### src/u2_ctrl_cfg.svh
////////////////////////////////////////////////////////////////////////////
// Control-plane address map
// Slave decode field, settings addresses and readback size
////////////////////////////////////////////////////////////////////////////

`ifndef U2_CTRL_CFG_SVH
`define U2_CTRL_CFG_SVH

// Slave select is adr[7:6]
`define U2_DEC_LSB         6
`define U2_DEC_W           2

// Slave numbers, value 3 is left unmapped
`define U2_SLV_SETTINGS    0
`define U2_SLV_PIC         1
`define U2_SLV_READBACK    2

// Settings word addresses
`define U2_SR_CLK          0
`define U2_SR_SER          1
`define U2_SR_ADC          2
`define U2_SR_LED          3
`define U2_SR_PHY          4
`define U2_SR_LED_SRC      8

// One-time count here, periodic period in the next word
`define U2_SR_SIMTIMER     12

// Words in the status readback mux
`define U2_RB_WORDS        16

`endif

### src/u2_ctrl_pkg.sv
////////////////////////////////////////////////////////////////////////////
// Control-plane types
// Host bus, settings bus, interrupt vector and board control lines
////////////////////////////////////////////////////////////////////////////

`default_nettype none

package u2_ctrl_pkg;

   typedef logic [15:0] bus_adr_t;
   typedef logic [31:0] bus_dat_t;
   typedef logic [7:0]  set_adr_t;
   typedef logic [7:0]  irq_vec_t;
   typedef logic [7:0]  led_t;

   // Single-word request, one strobe per access
   typedef struct packed {
      logic     stb;
      logic     we;
      bus_adr_t adr;
      bus_dat_t dat;
   } bus_req_t;

   typedef struct packed {
      logic     ack;
      logic     err;
      bus_dat_t dat;
   } bus_rsp_t;

   typedef struct packed {
      logic     stb;
      set_adr_t addr;
      bus_dat_t data;
   } set_bus_t;

   // Control lines to clock gen, SERDES, ADCs and PHY
   typedef struct packed {
      logic       clock_ready;
      logic [1:0] clk_en;
      logic [1:0] clk_sel;
      logic       ser_enable;
      logic       ser_prbsen;
      logic       ser_loopen;
      logic       ser_rx_en;
      logic       adc_oe_a;
      logic       adc_on_a;
      logic       adc_oe_b;
      logic       adc_on_b;
      logic       phy_resetn;
   } board_ctrl_t;

   // Index of highest set bit, all ones when none is set
   function automatic bus_dat_t prio_index(input logic [15:0] vec);
      bus_dat_t idx;
      idx = '1;
      for (int i = 0; i < 16; i++) begin
         if (vec[i]) begin
            idx = bus_dat_t'(i);
         end
      end
      return idx;
   endfunction

endpackage

`default_nettype wire

### src/bus_decoder.sv
////////////////////////////////////////////////////////////////////////////
// Single-master address decoder
// Steers each strobe to one slave and flags unmapped accesses
////////////////////////////////////////////////////////////////////////////

`default_nettype none
`timescale 1ns/1ns

`include "u2_ctrl_cfg.svh"

module bus_decoder (
   input  logic                  dsp_clk,
   input  logic                  wb_rst,
   input  u2_ctrl_pkg::bus_req_t host_req_i,
   output u2_ctrl_pkg::bus_rsp_t host_rsp_o,
   output u2_ctrl_pkg::bus_req_t set_req_o,
   output u2_ctrl_pkg::bus_req_t pic_req_o,
   output u2_ctrl_pkg::bus_req_t rb_req_o,
   input  u2_ctrl_pkg::bus_rsp_t set_rsp_i,
   input  u2_ctrl_pkg::bus_rsp_t pic_rsp_i,
   input  u2_ctrl_pkg::bus_rsp_t rb_rsp_i
);
   import u2_ctrl_pkg::*;

   logic [`U2_DEC_W-1:0] slv_sel;
   logic                 unmapped;
   logic                 err_q;
   bus_dat_t             set_dat;
   bus_dat_t             pic_dat;
   bus_dat_t             rb_dat;

   assign slv_sel  = host_req_i.adr[`U2_DEC_LSB +: `U2_DEC_W];
   assign unmapped = host_req_i.stb &&
                     !(slv_sel inside {`U2_SLV_SETTINGS, `U2_SLV_PIC, `U2_SLV_READBACK});

   // Same request to all slaves, only the selected one sees stb
   always_comb begin
      set_req_o     = host_req_i;
      pic_req_o     = host_req_i;
      rb_req_o      = host_req_i;
      set_req_o.stb = host_req_i.stb && (slv_sel == `U2_SLV_SETTINGS);
      pic_req_o.stb = host_req_i.stb && (slv_sel == `U2_SLV_PIC);
      rb_req_o.stb  = host_req_i.stb && (slv_sel == `U2_SLV_READBACK);
   end

   // Unmapped access answers with err one cycle later
   always_ff @(posedge dsp_clk) begin
      if (wb_rst) begin
         err_q <= 1'b0;
      end else begin
         err_q <= unmapped;
      end
   end

   // Data only from the slave that acks
   assign set_dat = set_rsp_i.ack ? set_rsp_i.dat : '0;
   assign pic_dat = pic_rsp_i.ack ? pic_rsp_i.dat : '0;
   assign rb_dat  = rb_rsp_i.ack ? rb_rsp_i.dat : '0;

   always_comb begin
      host_rsp_o.ack = set_rsp_i.ack | pic_rsp_i.ack | rb_rsp_i.ack | err_q;
      host_rsp_o.err = set_rsp_i.err | pic_rsp_i.err | rb_rsp_i.err | err_q;
      host_rsp_o.dat = set_dat | pic_dat | rb_dat;
   end

   ////////////////////////////////////////////////////////////////////////////
   // Protocol checks

   assert property (@(posedge dsp_clk) disable iff (wb_rst)
      $onehot0({set_rsp_i.ack, pic_rsp_i.ack, rb_rsp_i.ack}));

   // Every access gets an answer on the next cycle
   assert property (@(posedge dsp_clk) disable iff (wb_rst)
      host_req_i.stb |=> (host_rsp_o.ack || host_rsp_o.err));

endmodule

`default_nettype wire

### src/settings_regs.sv
////////////////////////////////////////////////////////////////////////////
// Settings slave
// Board control registers, LED source mux and the settings strobe
////////////////////////////////////////////////////////////////////////////

`default_nettype none
`timescale 1ns/1ns

`include "u2_ctrl_cfg.svh"

module settings_regs (
   input  logic                     dsp_clk,
   input  logic                     wb_rst,
   input  u2_ctrl_pkg::bus_req_t    slv_req_i,
   output u2_ctrl_pkg::bus_rsp_t    slv_rsp_o,
   input  logic                     clk_status_i,
   input  logic                     serdes_link_up_i,
   output u2_ctrl_pkg::set_bus_t    set_bus_o,
   output u2_ctrl_pkg::board_ctrl_t board_o,
   output u2_ctrl_pkg::led_t        leds_o
);
   import u2_ctrl_pkg::*;

   set_adr_t   wr_adr;
   logic       wr_stb;
   logic [4:0] clk_reg;
   logic [3:0] ser_reg;
   logic [3:0] adc_reg;
   logic       phy_rst;
   led_t       led_sw;
   led_t       led_src;
   led_t       led_hw;
   logic       ack_q;
   logic       set_stb_q;
   set_adr_t   set_adr_q;
   bus_dat_t   set_dat_q;

   // Word offset is the settings address
   assign wr_adr = set_adr_t'(slv_req_i.adr[5:2]);
   assign wr_stb = slv_req_i.stb && slv_req_i.we;

   always_ff @(posedge dsp_clk) begin
      if (wb_rst) begin
         clk_reg <= '0;
         ser_reg <= '0;
         adc_reg <= '0;
         phy_rst <= 1'b0;
         led_sw  <= '0;
         led_src <= '0;
      end else if (wr_stb) begin
         case (wr_adr)
            `U2_SR_CLK:     clk_reg <= slv_req_i.dat[4:0];
            `U2_SR_SER:     ser_reg <= slv_req_i.dat[3:0];
            `U2_SR_ADC:     adc_reg <= slv_req_i.dat[3:0];
            `U2_SR_LED:     led_sw  <= slv_req_i.dat[7:0];
            `U2_SR_PHY:     phy_rst <= slv_req_i.dat[0];
            `U2_SR_LED_SRC: led_src <= slv_req_i.dat[7:0];
            default: ;
         endcase
      end
   end

   always_ff @(posedge dsp_clk) begin
      if (wb_rst) begin
         ack_q     <= 1'b0;
         set_stb_q <= 1'b0;
      end else begin
         ack_q     <= slv_req_i.stb;
         set_stb_q <= wr_stb;
      end
   end

   always_ff @(posedge dsp_clk) begin
      if (wr_stb) begin
         set_adr_q <= wr_adr;
         set_dat_q <= slv_req_i.dat;
      end
   end

   // Write-only slave
   always_comb begin
      slv_rsp_o.ack = ack_q;
      slv_rsp_o.err = 1'b0;
      slv_rsp_o.dat = '0;
   end

   always_comb begin
      set_bus_o.stb  = set_stb_q;
      set_bus_o.addr = set_adr_q;
      set_bus_o.data = set_dat_q;
   end

   ////////////////////////////////////////////////////////////////////////////
   // Board lines

   always_comb begin
      board_o.clock_ready = clk_reg[4];
      board_o.clk_en      = clk_reg[3:2];
      board_o.clk_sel     = clk_reg[1:0];
      board_o.ser_enable  = ser_reg[3];
      board_o.ser_prbsen  = ser_reg[2];
      board_o.ser_loopen  = ser_reg[1];
      board_o.ser_rx_en   = ser_reg[0];
      board_o.adc_oe_a    = adc_reg[3];
      board_o.adc_on_a    = adc_reg[2];
      board_o.adc_oe_b    = adc_reg[1];
      board_o.adc_on_b    = adc_reg[0];
      board_o.phy_resetn  = ~phy_rst;
   end

   // Source bit 1 picks hardware status, 0 picks software value
   assign led_hw = {6'b0, clk_status_i, serdes_link_up_i};
   assign leds_o = (led_src & led_hw) | (~led_src & led_sw);

   assert property (@(posedge dsp_clk) disable iff (wb_rst)
      set_bus_o.stb |-> ($past(wr_stb) && set_bus_o.data == $past(slv_req_i.dat)));

endmodule

`default_nettype wire

### src/sys_timer.sv
////////////////////////////////////////////////////////////////////////////
// One-time and periodic interrupt timer, loaded over the settings bus
////////////////////////////////////////////////////////////////////////////

`default_nettype none
`timescale 1ns/1ns

`include "u2_ctrl_cfg.svh"

module sys_timer (
   input  logic                  dsp_clk,
   input  logic                  wb_rst,
   input  u2_ctrl_pkg::set_bus_t set_bus_i,
   output logic                  onetime_int_o,
   output logic                  periodic_int_o
);
   import u2_ctrl_pkg::*;

   logic     ld_onetime;
   logic     ld_period;
   bus_dat_t onetime_cnt;
   bus_dat_t period_q;
   bus_dat_t period_cnt;

   assign ld_onetime = set_bus_i.stb && (set_bus_i.addr == `U2_SR_SIMTIMER);
   assign ld_period  = set_bus_i.stb && (set_bus_i.addr == `U2_SR_SIMTIMER + 1);

   // Count of 0 cancels, otherwise fires N cycles after the load
   always_ff @(posedge dsp_clk) begin
      if (wb_rst) begin
         onetime_cnt <= '0;
      end else if (ld_onetime) begin
         onetime_cnt <= set_bus_i.data;
      end else if (onetime_cnt != '0) begin
         onetime_cnt <= onetime_cnt - 1'b1;
      end
   end

   // Reload from the period register on terminal count
   always_ff @(posedge dsp_clk) begin
      if (wb_rst) begin
         period_q   <= '0;
         period_cnt <= '0;
      end else if (ld_period) begin
         period_q   <= set_bus_i.data;
         period_cnt <= set_bus_i.data;
      end else if (period_q != '0) begin
         period_cnt <= (period_cnt <= 1) ? period_q : period_cnt - 1'b1;
      end
   end

   assign onetime_int_o  = (onetime_cnt == 1);
   assign periodic_int_o = (period_cnt == 1) && (period_q != '0);

endmodule

`default_nettype wire

### src/int_ctrl.sv
////////////////////////////////////////////////////////////////////////////
// Interrupt controller
// Mask, sticky pending with write-one-to-clear, highest pending index
////////////////////////////////////////////////////////////////////////////

`default_nettype none
`timescale 1ns/1ns

module int_ctrl (
   input  logic                  dsp_clk,
   input  logic                  wb_rst,
   input  u2_ctrl_pkg::bus_req_t slv_req_i,
   output u2_ctrl_pkg::bus_rsp_t slv_rsp_o,
   input  u2_ctrl_pkg::irq_vec_t irq_vec_i,
   output logic                  int_o
);
   import u2_ctrl_pkg::*;

   logic [3:0] word;
   logic       wr_stb;
   logic       rd_stb;
   irq_vec_t   mask_q;
   irq_vec_t   pend_q;
   irq_vec_t   pend_clr;
   irq_vec_t   active;
   bus_dat_t   rd_dat;
   bus_dat_t   dat_q;
   logic       ack_q;
   logic       int_q;

   assign word   = slv_req_i.adr[5:2];
   assign wr_stb = slv_req_i.stb && slv_req_i.we;
   assign rd_stb = slv_req_i.stb && !slv_req_i.we;

   // W1C on word 1
   assign pend_clr = (wr_stb && word == 4'd1) ? slv_req_i.dat[7:0] : '0;
   assign active   = pend_q & mask_q;

   always_ff @(posedge dsp_clk) begin
      if (wb_rst) begin
         mask_q <= '0;
         pend_q <= '0;
         int_q  <= 1'b0;
         ack_q  <= 1'b0;
      end else begin
         if (wr_stb && word == 4'd0) begin
            mask_q <= slv_req_i.dat[7:0];
         end
         // A live irq wins over a clear in the same cycle
         pend_q <= (pend_q & ~pend_clr) | irq_vec_i;
         int_q  <= |active;
         ack_q  <= slv_req_i.stb;
      end
   end

   always_comb begin
      case (word)
         4'd0:    rd_dat = {24'b0, mask_q};
         4'd1:    rd_dat = {24'b0, pend_q};
         4'd2:    rd_dat = prio_index({8'b0, active});
         default: rd_dat = '0;
      endcase
   end

   always_ff @(posedge dsp_clk) begin
      dat_q <= rd_stb ? rd_dat : '0;
   end

   always_comb begin
      slv_rsp_o.ack = ack_q;
      slv_rsp_o.err = 1'b0;
      slv_rsp_o.dat = dat_q;
   end

   assign int_o = int_q;

endmodule

`default_nettype wire

### src/status_readback.sv
////////////////////////////////////////////////////////////////////////////
// Status readback slave
// Cycle counter, board status words and status priority encoder
////////////////////////////////////////////////////////////////////////////

`default_nettype none
`timescale 1ns/1ns

`include "u2_ctrl_cfg.svh"

module status_readback (
   input  logic                  dsp_clk,
   input  logic                  wb_rst,
   input  u2_ctrl_pkg::bus_req_t slv_req_i,
   output u2_ctrl_pkg::bus_rsp_t slv_rsp_o,
   input  u2_ctrl_pkg::bus_dat_t status_i,
   input  logic                  sim_mode_i,
   input  logic [3:0]            clock_divider_i,
   input  u2_ctrl_pkg::irq_vec_t irq_vec_i
);
   import u2_ctrl_pkg::*;

   bus_dat_t cycle_cnt;
   bus_dat_t rb_word [`U2_RB_WORDS];
   bus_dat_t dat_q;
   logic     ack_q;

   // Free-running since reset
   always_ff @(posedge dsp_clk) begin
      if (wb_rst) begin
         cycle_cnt <= '0;
      end else begin
         cycle_cnt <= cycle_cnt + 1'b1;
      end
   end

   always_comb begin
      for (int i = 0; i < `U2_RB_WORDS; i++) begin
         rb_word[i] = '0;
      end
      rb_word[0] = cycle_cnt;
      rb_word[1] = {sim_mode_i, 27'b0, clock_divider_i};
      rb_word[2] = status_i;
      rb_word[3] = prio_index(status_i[15:0]);
      rb_word[4] = {24'b0, irq_vec_i};
   end

   always_ff @(posedge dsp_clk) begin
      if (wb_rst) begin
         ack_q <= 1'b0;
      end else begin
         ack_q <= slv_req_i.stb;
      end
   end

   // Writes get an ack and zero data
   always_ff @(posedge dsp_clk) begin
      dat_q <= (slv_req_i.stb && !slv_req_i.we) ? rb_word[slv_req_i.adr[5:2]] : '0;
   end

   always_comb begin
      slv_rsp_o.ack = ack_q;
      slv_rsp_o.err = 1'b0;
      slv_rsp_o.dat = dat_q;
   end

endmodule

`default_nettype wire

### src/u2_ctrl_top.sv
////////////////////////////////////////////////////////////////////////////
// Control-plane core
// Host bus decoder with settings, interrupt and readback slaves
////////////////////////////////////////////////////////////////////////////

`default_nettype none
`timescale 1ns/1ns

module u2_ctrl_top (
   input  logic                     dsp_clk,
   input  logic                     wb_rst,
   input  u2_ctrl_pkg::bus_req_t    host_req_i,
   output u2_ctrl_pkg::bus_rsp_t    host_rsp_o,
   input  logic                     clk_status_i,
   input  logic                     serdes_link_up_i,
   input  logic                     phy_intn_i,
   input  logic [2:0]               ext_irq_i,
   input  u2_ctrl_pkg::bus_dat_t    status_i,
   input  logic                     sim_mode_i,
   input  logic [3:0]               clock_divider_i,
   output u2_ctrl_pkg::board_ctrl_t board_o,
   output u2_ctrl_pkg::led_t        leds_o,
   output logic                     int_o
);
   import u2_ctrl_pkg::*;

   bus_req_t set_req;
   bus_req_t pic_req;
   bus_req_t rb_req;
   bus_rsp_t set_rsp;
   bus_rsp_t pic_rsp;
   bus_rsp_t rb_rsp;
   set_bus_t set_bus;
   logic     onetime_int;
   logic     periodic_int;
   irq_vec_t irq_vec;

   // PHY interrupt is active low on the board
   assign irq_vec = {ext_irq_i, serdes_link_up_i, clk_status_i, ~phy_intn_i,
                     periodic_int, onetime_int};

   ////////////////////////////////////////////////////////////////////////////
   // Bus fabric

   bus_decoder u_decoder (
      .dsp_clk    (dsp_clk),
      .wb_rst     (wb_rst),
      .host_req_i (host_req_i),
      .host_rsp_o (host_rsp_o),
      .set_req_o  (set_req),
      .pic_req_o  (pic_req),
      .rb_req_o   (rb_req),
      .set_rsp_i  (set_rsp),
      .pic_rsp_i  (pic_rsp),
      .rb_rsp_i   (rb_rsp)
   );

   ////////////////////////////////////////////////////////////////////////////
   // Slaves

   settings_regs u_settings (
      .dsp_clk          (dsp_clk),
      .wb_rst           (wb_rst),
      .slv_req_i        (set_req),
      .slv_rsp_o        (set_rsp),
      .clk_status_i     (clk_status_i),
      .serdes_link_up_i (serdes_link_up_i),
      .set_bus_o        (set_bus),
      .board_o          (board_o),
      .leds_o           (leds_o)
   );

   sys_timer u_timer (
      .dsp_clk        (dsp_clk),
      .wb_rst         (wb_rst),
      .set_bus_i      (set_bus),
      .onetime_int_o  (onetime_int),
      .periodic_int_o (periodic_int)
   );

   int_ctrl u_pic (
      .dsp_clk   (dsp_clk),
      .wb_rst    (wb_rst),
      .slv_req_i (pic_req),
      .slv_rsp_o (pic_rsp),
      .irq_vec_i (irq_vec),
      .int_o     (int_o)
   );

   status_readback u_readback (
      .dsp_clk         (dsp_clk),
      .wb_rst          (wb_rst),
      .slv_req_i       (rb_req),
      .slv_rsp_o       (rb_rsp),
      .status_i        (status_i),
      .sim_mode_i      (sim_mode_i),
      .clock_divider_i (clock_divider_i),
      .irq_vec_i       (irq_vec)
   );

endmodule

`default_nettype wire

### config.mk
export PLATFORM = sky130hd
export DESIGN_NAME = u2_ctrl_top
export DESIGN_NICKNAME = d
export VERILOG_FILES = /design/src/u2_ctrl_pkg.sv /design/src/bus_decoder.sv /design/src/settings_regs.sv /design/src/sys_timer.sv /design/src/int_ctrl.sv /design/src/status_readback.sv /design/src/u2_ctrl_top.sv
export VERILOG_INCLUDE_DIRS = /design/src /design/src/src
export SDC_FILE = /design/constraint.sdc
export NUM_CORES = 1
export LEC_CHECK = 0
export BUFFER_PORTS_ARGS = -buffer_cell sky130_fd_sc_hd__buf_4
export CORE_MARGIN = 10
export CORE_UTILIZATION = 45
export CTS_BUF_LIST = sky130_fd_sc_hd__clkbuf_8
export CTS_CLUSTER_SIZE = 24
export DETAILED_ROUTE_END_ITERATION = 8
export GPL_TIMING_DRIVEN = 0
export SETUP_SLACK_MARGIN = 0.5
export SYNTH_ARGS = -nofsm -noshare
export SYNTH_HDL_FRONTEND = slang
export SYNTH_SLANG_ARGS = --single-unit
### constraint.sdc
create_clock -name dsp_clk -period 2.9 [get_ports dsp_clk]
set_clock_uncertainty 0.2 [all_clocks]
set_input_delay 0.29 -clock dsp_clk [delete_from_list [all_inputs] [get_ports dsp_clk]]
set_output_delay 0.29 -clock dsp_clk [all_outputs]
set_load 0.02 [all_outputs]
Word level (Yosys, flattened, before mapping) --
Index checks and enable logic that the tools add are counted.
Cells by class: add/subtract/negate cells 3, magnitude comparators 2, equal/unequal tests 11, multiplexer cells 36, bitwise operators 15, reduce and logical (&&, ||, !) cells 30
Operators with widths (count):
- two-way mux 32 bit | 33
- binary-select mux 32 bit (select 4 bit) | 1
- one-hot mux 32 bit (3 select lines) | 1
- == test 32 x 1 -> 1 bit (second input constant) | 2
- nonzero test 32 bit | 2
- subtractor 32 x 1 -> 32 bit (second input constant) | 2
- adder 32 x 1 -> 32 bit (second input constant) | 1
- less-or-equal comparator 32 x 1 -> 1 bit (second input constant) | 1
- bitwise OR 32 bit | 1
- bitwise AND 8 bit | 3
- NOT 8 bit | 2
- bitwise OR 8 bit | 2
- logical AND 1 bit | 13
- == test 4 bit (second input constant) | 3
- AND reduction 2 bit | 6
- bitwise AND 8 x 2 -> 8 bit | 1
- == test 4 x 2 -> 1 bit (second input constant) | 2
- logical NOT 8 bit | 1
- two-way mux 8 bit | 1
- OR reduction 8 bit | 1
- >= comparator 5 bit (second input constant) | 1
- NOT 4 -> 5 bit | 1
- == test 4 x 1 -> 1 bit (second input constant) | 1
- == test 4 x 3 -> 1 bit (second input constant) | 1
- other kinds (9) | 14
Storage, ports and cells: register bits after elaboration 280, input port bits 95, output and inout bits 57, word-level logic and storage cells 119

Depth between registers and ports, before layout --
depth in word-level cells 19, mapped depth 10, gate-level depth less buffers 8

Hierarchy --
From an unflattened synthesis, not the netlist that was laid out.
Second synthesis, totals: cell total of the unflattened synthesis 1652, area total of the unflattened synthesis 14287.5 sq um
By module, submodules not included:
- sys_timer | instances 1, cells each 686, area each 5367.6 sq um, sequential area each 1921.8 sq um
- status_readback | instances 1, cells each 377, area each 3131.8 sq um, sequential area each 1301.2 sq um
- settings_regs | instances 1, cells each 206, area each 2768.9 sq um, sequential area each 1721.7 sq um
- bus_decoder | instances 1, cells each 230, area each 1709.1 sq um, sequential area each 20.0 sq um
- int_ctrl | instances 1, cells each 152, area each 1306.3 sq um, sequential area each 540.5 sq um
- u2_ctrl_top | instances 1, cells each 1, area each 3.8 sq um, sequential area each 0.0 sq um

Worst setup path after synthesis --
Ideal clock, no wire load.
path type input-to-reg, from input host_req_i[48] in the netlist's numbering, to register u_settings.set_adr_q[0] (enable), setup time 0.414 ns, arrival time 2.078 ns, required time 2.286 ns, setup slack 0.208 ns, stages 4, path buffers 2, cells stage by stage nand2_1 nor3_1 clkbuf_1 clkbuf_1
Between the ends: longest elaborated chain between the ends 1
Ends and longest elaborated chain:
- from (decl) | line u2_ctrl_top.sv:12 | input u2_ctrl_pkg::bus_req_t host_req_i,
- logical AND 1 bit | line settings_regs.sv:40 | assign wr_stb = slv_req_i.stb && slv_req_i.we;
- via u_settings.wr_stb | line settings_regs.sv:25 | logic wr_stb;
- to (signal assigned) | line settings_regs.sv:75 | set_adr_q <= wr_adr;
- to (decl) | line settings_regs.sv:35 | set_adr_t set_adr_q;
The timed path passes the listed nets, and every way through them passes these cells. A chain may end at the register's enable or synchronous reset.

Worst setup path in the final report --
from register u_timer.onetime_cnt[26], to register u_pic.pend_q[0]
Between the ends: longest elaborated chain between the ends 2
Ends and longest elaborated chain:
- from (decl) | line sys_timer.sv:21 | bus_dat_t onetime_cnt;
- from (signal assigned) | line sys_timer.sv:33 | onetime_cnt <= set_bus_i.data;
- from (signal assigned) | line sys_timer.sv:35 | onetime_cnt <= onetime_cnt - 1'b1;
- == test 32 x 1 -> 1 bit | line sys_timer.sv:52 | assign onetime_int_o = (onetime_cnt == 1);
- bitwise OR 8 bit | line int_ctrl.sv:50 | pend_q <= (pend_q & ~pend_clr) | irq_vec_i;
- to (signal assigned) | line int_ctrl.sv:50
- to (decl) | line int_ctrl.sv:23 | irq_vec_t pend_q;
No other way between the ends.

==> results.py <==
metrics = {
    "synthesis": {
        "synth_nets": 1475,
        "synth_edf_count": 36,
        "synth_cell_types": 73,
        "postSynthAreaPerCell_um2": 8.58,
        "synthFlopType": "dfxtp_1",
        "yosys.area.top_type": "dfxtp_1",
        "synthArstFlopShare_pct": 0,
        "synth.area.top_cells": "dfxtp_1 (37%), edfxtp_1 (9.2%), nand2_1 (6.9%)",
        "ys_seq_elements": 257,
        "seq_area_frac_synth_pct": 46.6,
        "synth.top_cell.area_share_pct": 37.5,
        "synth_cells": 1375,
        "synth.most_common_cell": "dfxtp_1",
        "synthesis.area_mm2": 0.0118,
        "ys.warnings.count": 0,
        "synth_common_cells": "dfxtp_1 (221), nand2_1 (217), nor2_1 (159)",
    },
    "detailed_routing": {
        "wirelength_um": 41800,
        "drc": 0,
        "first_iter_violations": 952,
        "detail_route.first_pass.iterations": 8,
        "final_antenna_net_count": 0,
        "avgViaCountPerCell": 5.75,
        "wire_per_inst_um": 20.1,
        "vias": 12000,
    },
    "sta": {
        "hold_slack_ns": -0.00197,
        "finalSetupViolCount": 0,
        "max_slew_margin_pct": 23.5,
        "tightestPinTransition_ns": 1.14,
        "period_needed_ns": 2.76,
        "finalMaxSlewViolations": 0,
        "final_hold_viol_count": 3,
        "rsz0062_at_grt": "yes",
        "timing.fmax_ghz": 0.362,
        "fin_crit_sh_pct": 95.3,
    },
    "floorplanning": {
        "rows": 59,
        "core_area_mm2": 0.0259,
        "die_w_um": 182,
        "die_height_um": 182,
        "initial_core_util_pct": 45.6,
        "die-area_mm2": 0.0331,
        "pin_count": 152,
    },
    "setup_path": {
        "cp_slowest_stage_delay_ns": 0.54,
        "cp-end-kind": "register",
        "cp-start-kind": "register",
        "cpMaxStageDelayCell": "or4_4",
        "worstSetupPathType": "reg2reg",
        "crit_chain": "or4_4 > or4_4 > buf_4 > buf_6 > or3_4 > or3_4 > a21oi_2",
        "cp.arrival_ns": 3.06,
        "path_buf_inv": 2,
        "critPathRequiredTime_ns": 3.20,
        "cpLargestDelayFamily": "simple AND/OR/NAND/NOR gates",
        "critPathMaxFanout": 4,
    },
    "grt": {
        "grt_overflow": 0,
        "antenna_found_initial": 0,
        "grt_pass1_wl_um": 63300,
        "grt_max_degree": 46,
        "grt_pass1_vias": 11500,
        "grtUsageTotal_pct": 23.3,
    },
    "clock_network": {
        "clockBufferDepth": 3,
        "htree_num_levels": 2,
        "cts_root_buffer": "clkbuf_8",
        "path_clk_slew_ns": 0.07,
        "cts.sinks": 257,
        "clk_latency_ns": 0.57,
        "cts_buffers": 44,
        "cts_tree": "built",
    },
    "power_and_ir_drop": {
        "pwr_density_cell_mw_per_mm2": 773,
        "p_leak_nw": 6.69,
        "peakVddDrop_v": 0.000708,
    },
    "place": {
        "hpwl_um": 28100,
        "placed_area_mm2": 0.0133,
        "place_congestion": 0.942,
        "numPortBuffers": 141,
    },
    "final_layout": {
        "fillers": 2167,
        "seqCellArea_mm2": 0.00554,
        "drive_above_1_share_pct": 25.5,
        "nets": 1809,
        "multiInputGateArea_mm2": 0.00667,
        "fin_area_mm2": 0.0166,
        "synthToLayoutAreaGrowth_pct": 40.9,
    },
    "worst_hold_path": {
        "hp-class": "in2reg",
    },
    "run": {
        "cap_violations": 0,
    },
    "status": {
        "outcome": "finished with violations",
        "violations": "negative hold slack",
    },
}
-- power by group --
part	total [mW]	switching (mW)	internal, mW
logic	5.34	2.55	2.79
registers	4.22	0.339	3.88
clock network	3.29	1.56	1.73
total	12.9	4.45	8.40
-- final timing paths --
kind / endpoint / cells past startpoint / from / slack (ns)
min: u_pic.mask_q[0] / 4 / host_req_i[34] / -0.002
min reg2reg: u_settings.adc_reg[0] / 2 / u_settings.adc_reg[0] / 0.26
max: u_pic.pend_q[0] / 7 / u_timer.onetime_cnt[26] / 0.14
max reg2reg: u_pic.pend_q[0] / 7 / u_timer.onetime_cnt[26] / 0.14
-- placed cells by master (no fill, tap or decap), types with 29 or more instances in the layout --
| master | instances |
|---|---|
| nor3_1 | 34 |
| inv_1 | 32 |
| clkbuf_8 | 56 |
| buf_4 | 186 |
| clkbuf_1 | 38 |
| xor2_1 | 29 |
| edfxtp_1 | 36 |
| nand3_1 | 42 |
| dfxtp_1 | 206 |
| a21oi_1 | 105 |
| dlygate4sd3_1 | 84 |
| nor2_1 | 153 |
| nand2_1 | 207 |
| mux2i_1 | 53 |
-- layer usage --
| metal | up-vias | part of all wire [%] | track usage [%] |
|---|---|---|---|
| met4 | 0 | 4.1 | 8.95 |
| li1 | 5605 | - | - |
| met2 | 573 | 46 | 37.7 |
| met5 | - | 0 | 0 |
| met3 | 153 | 7.7 | 4.57 |
| met1 | 5642 | 42 | 29.8 |
-- through the flow --
step	setup TNS [ns]	std cells	power, mW	setup WS (ns)	utilization [%]
2_1_floorplan	0	1375	6.33	0.299	-
4_1_cts	0	2040	11.4	0.139	60.7
5_1_grt	0	2080	13.4	0.0432	64.2
3_5_place_dp	-11.48	1851	7.15	-0.308	51.5
3_3_place_gp	-11.71	1851	7.12	-0.278	51.5
6_report	0	2081	12.9	0.137	64.2
-- layout make-up --
type	count	share of cell area, %
tap	335	2.52
multi-input combinational	1024	40.1
antenna	1	0.0150
sequential	257	33.3
clock buffer	55	4.55
inverter	16	0.361
clock inverter	27	0.813
buffer	79	2.99
timing repair buffer	287	15.3
-- cells by family after synthesis --
kind of cell	synth area share (%)
buf+inv	3.16
mux	5.44
xor+xnor	3.93
flops	46.6
simple gates	24.2
compound gates	16.1
fa+ha+maj	0.530
-- worst reg2reg max path, delay by kind of cell, from the launching register on --
kind            cells  cell delay, ns
flops               1            0.32
simple gates        4            1.77
compound gates      1            0.12
buf+inv             2            0.27
-- what timing repair did --
action	4_1_cts	5_1_grt
resized for setup	109	143
hold buffers	84	0
gates cloned	2	5
setup buffers	21	35
endpoints found under the setup margin	145	204
endpoints found under the hold margin	116	0
pin swaps	30	77
No activity file was read; power rests on OpenSTA's default activity.
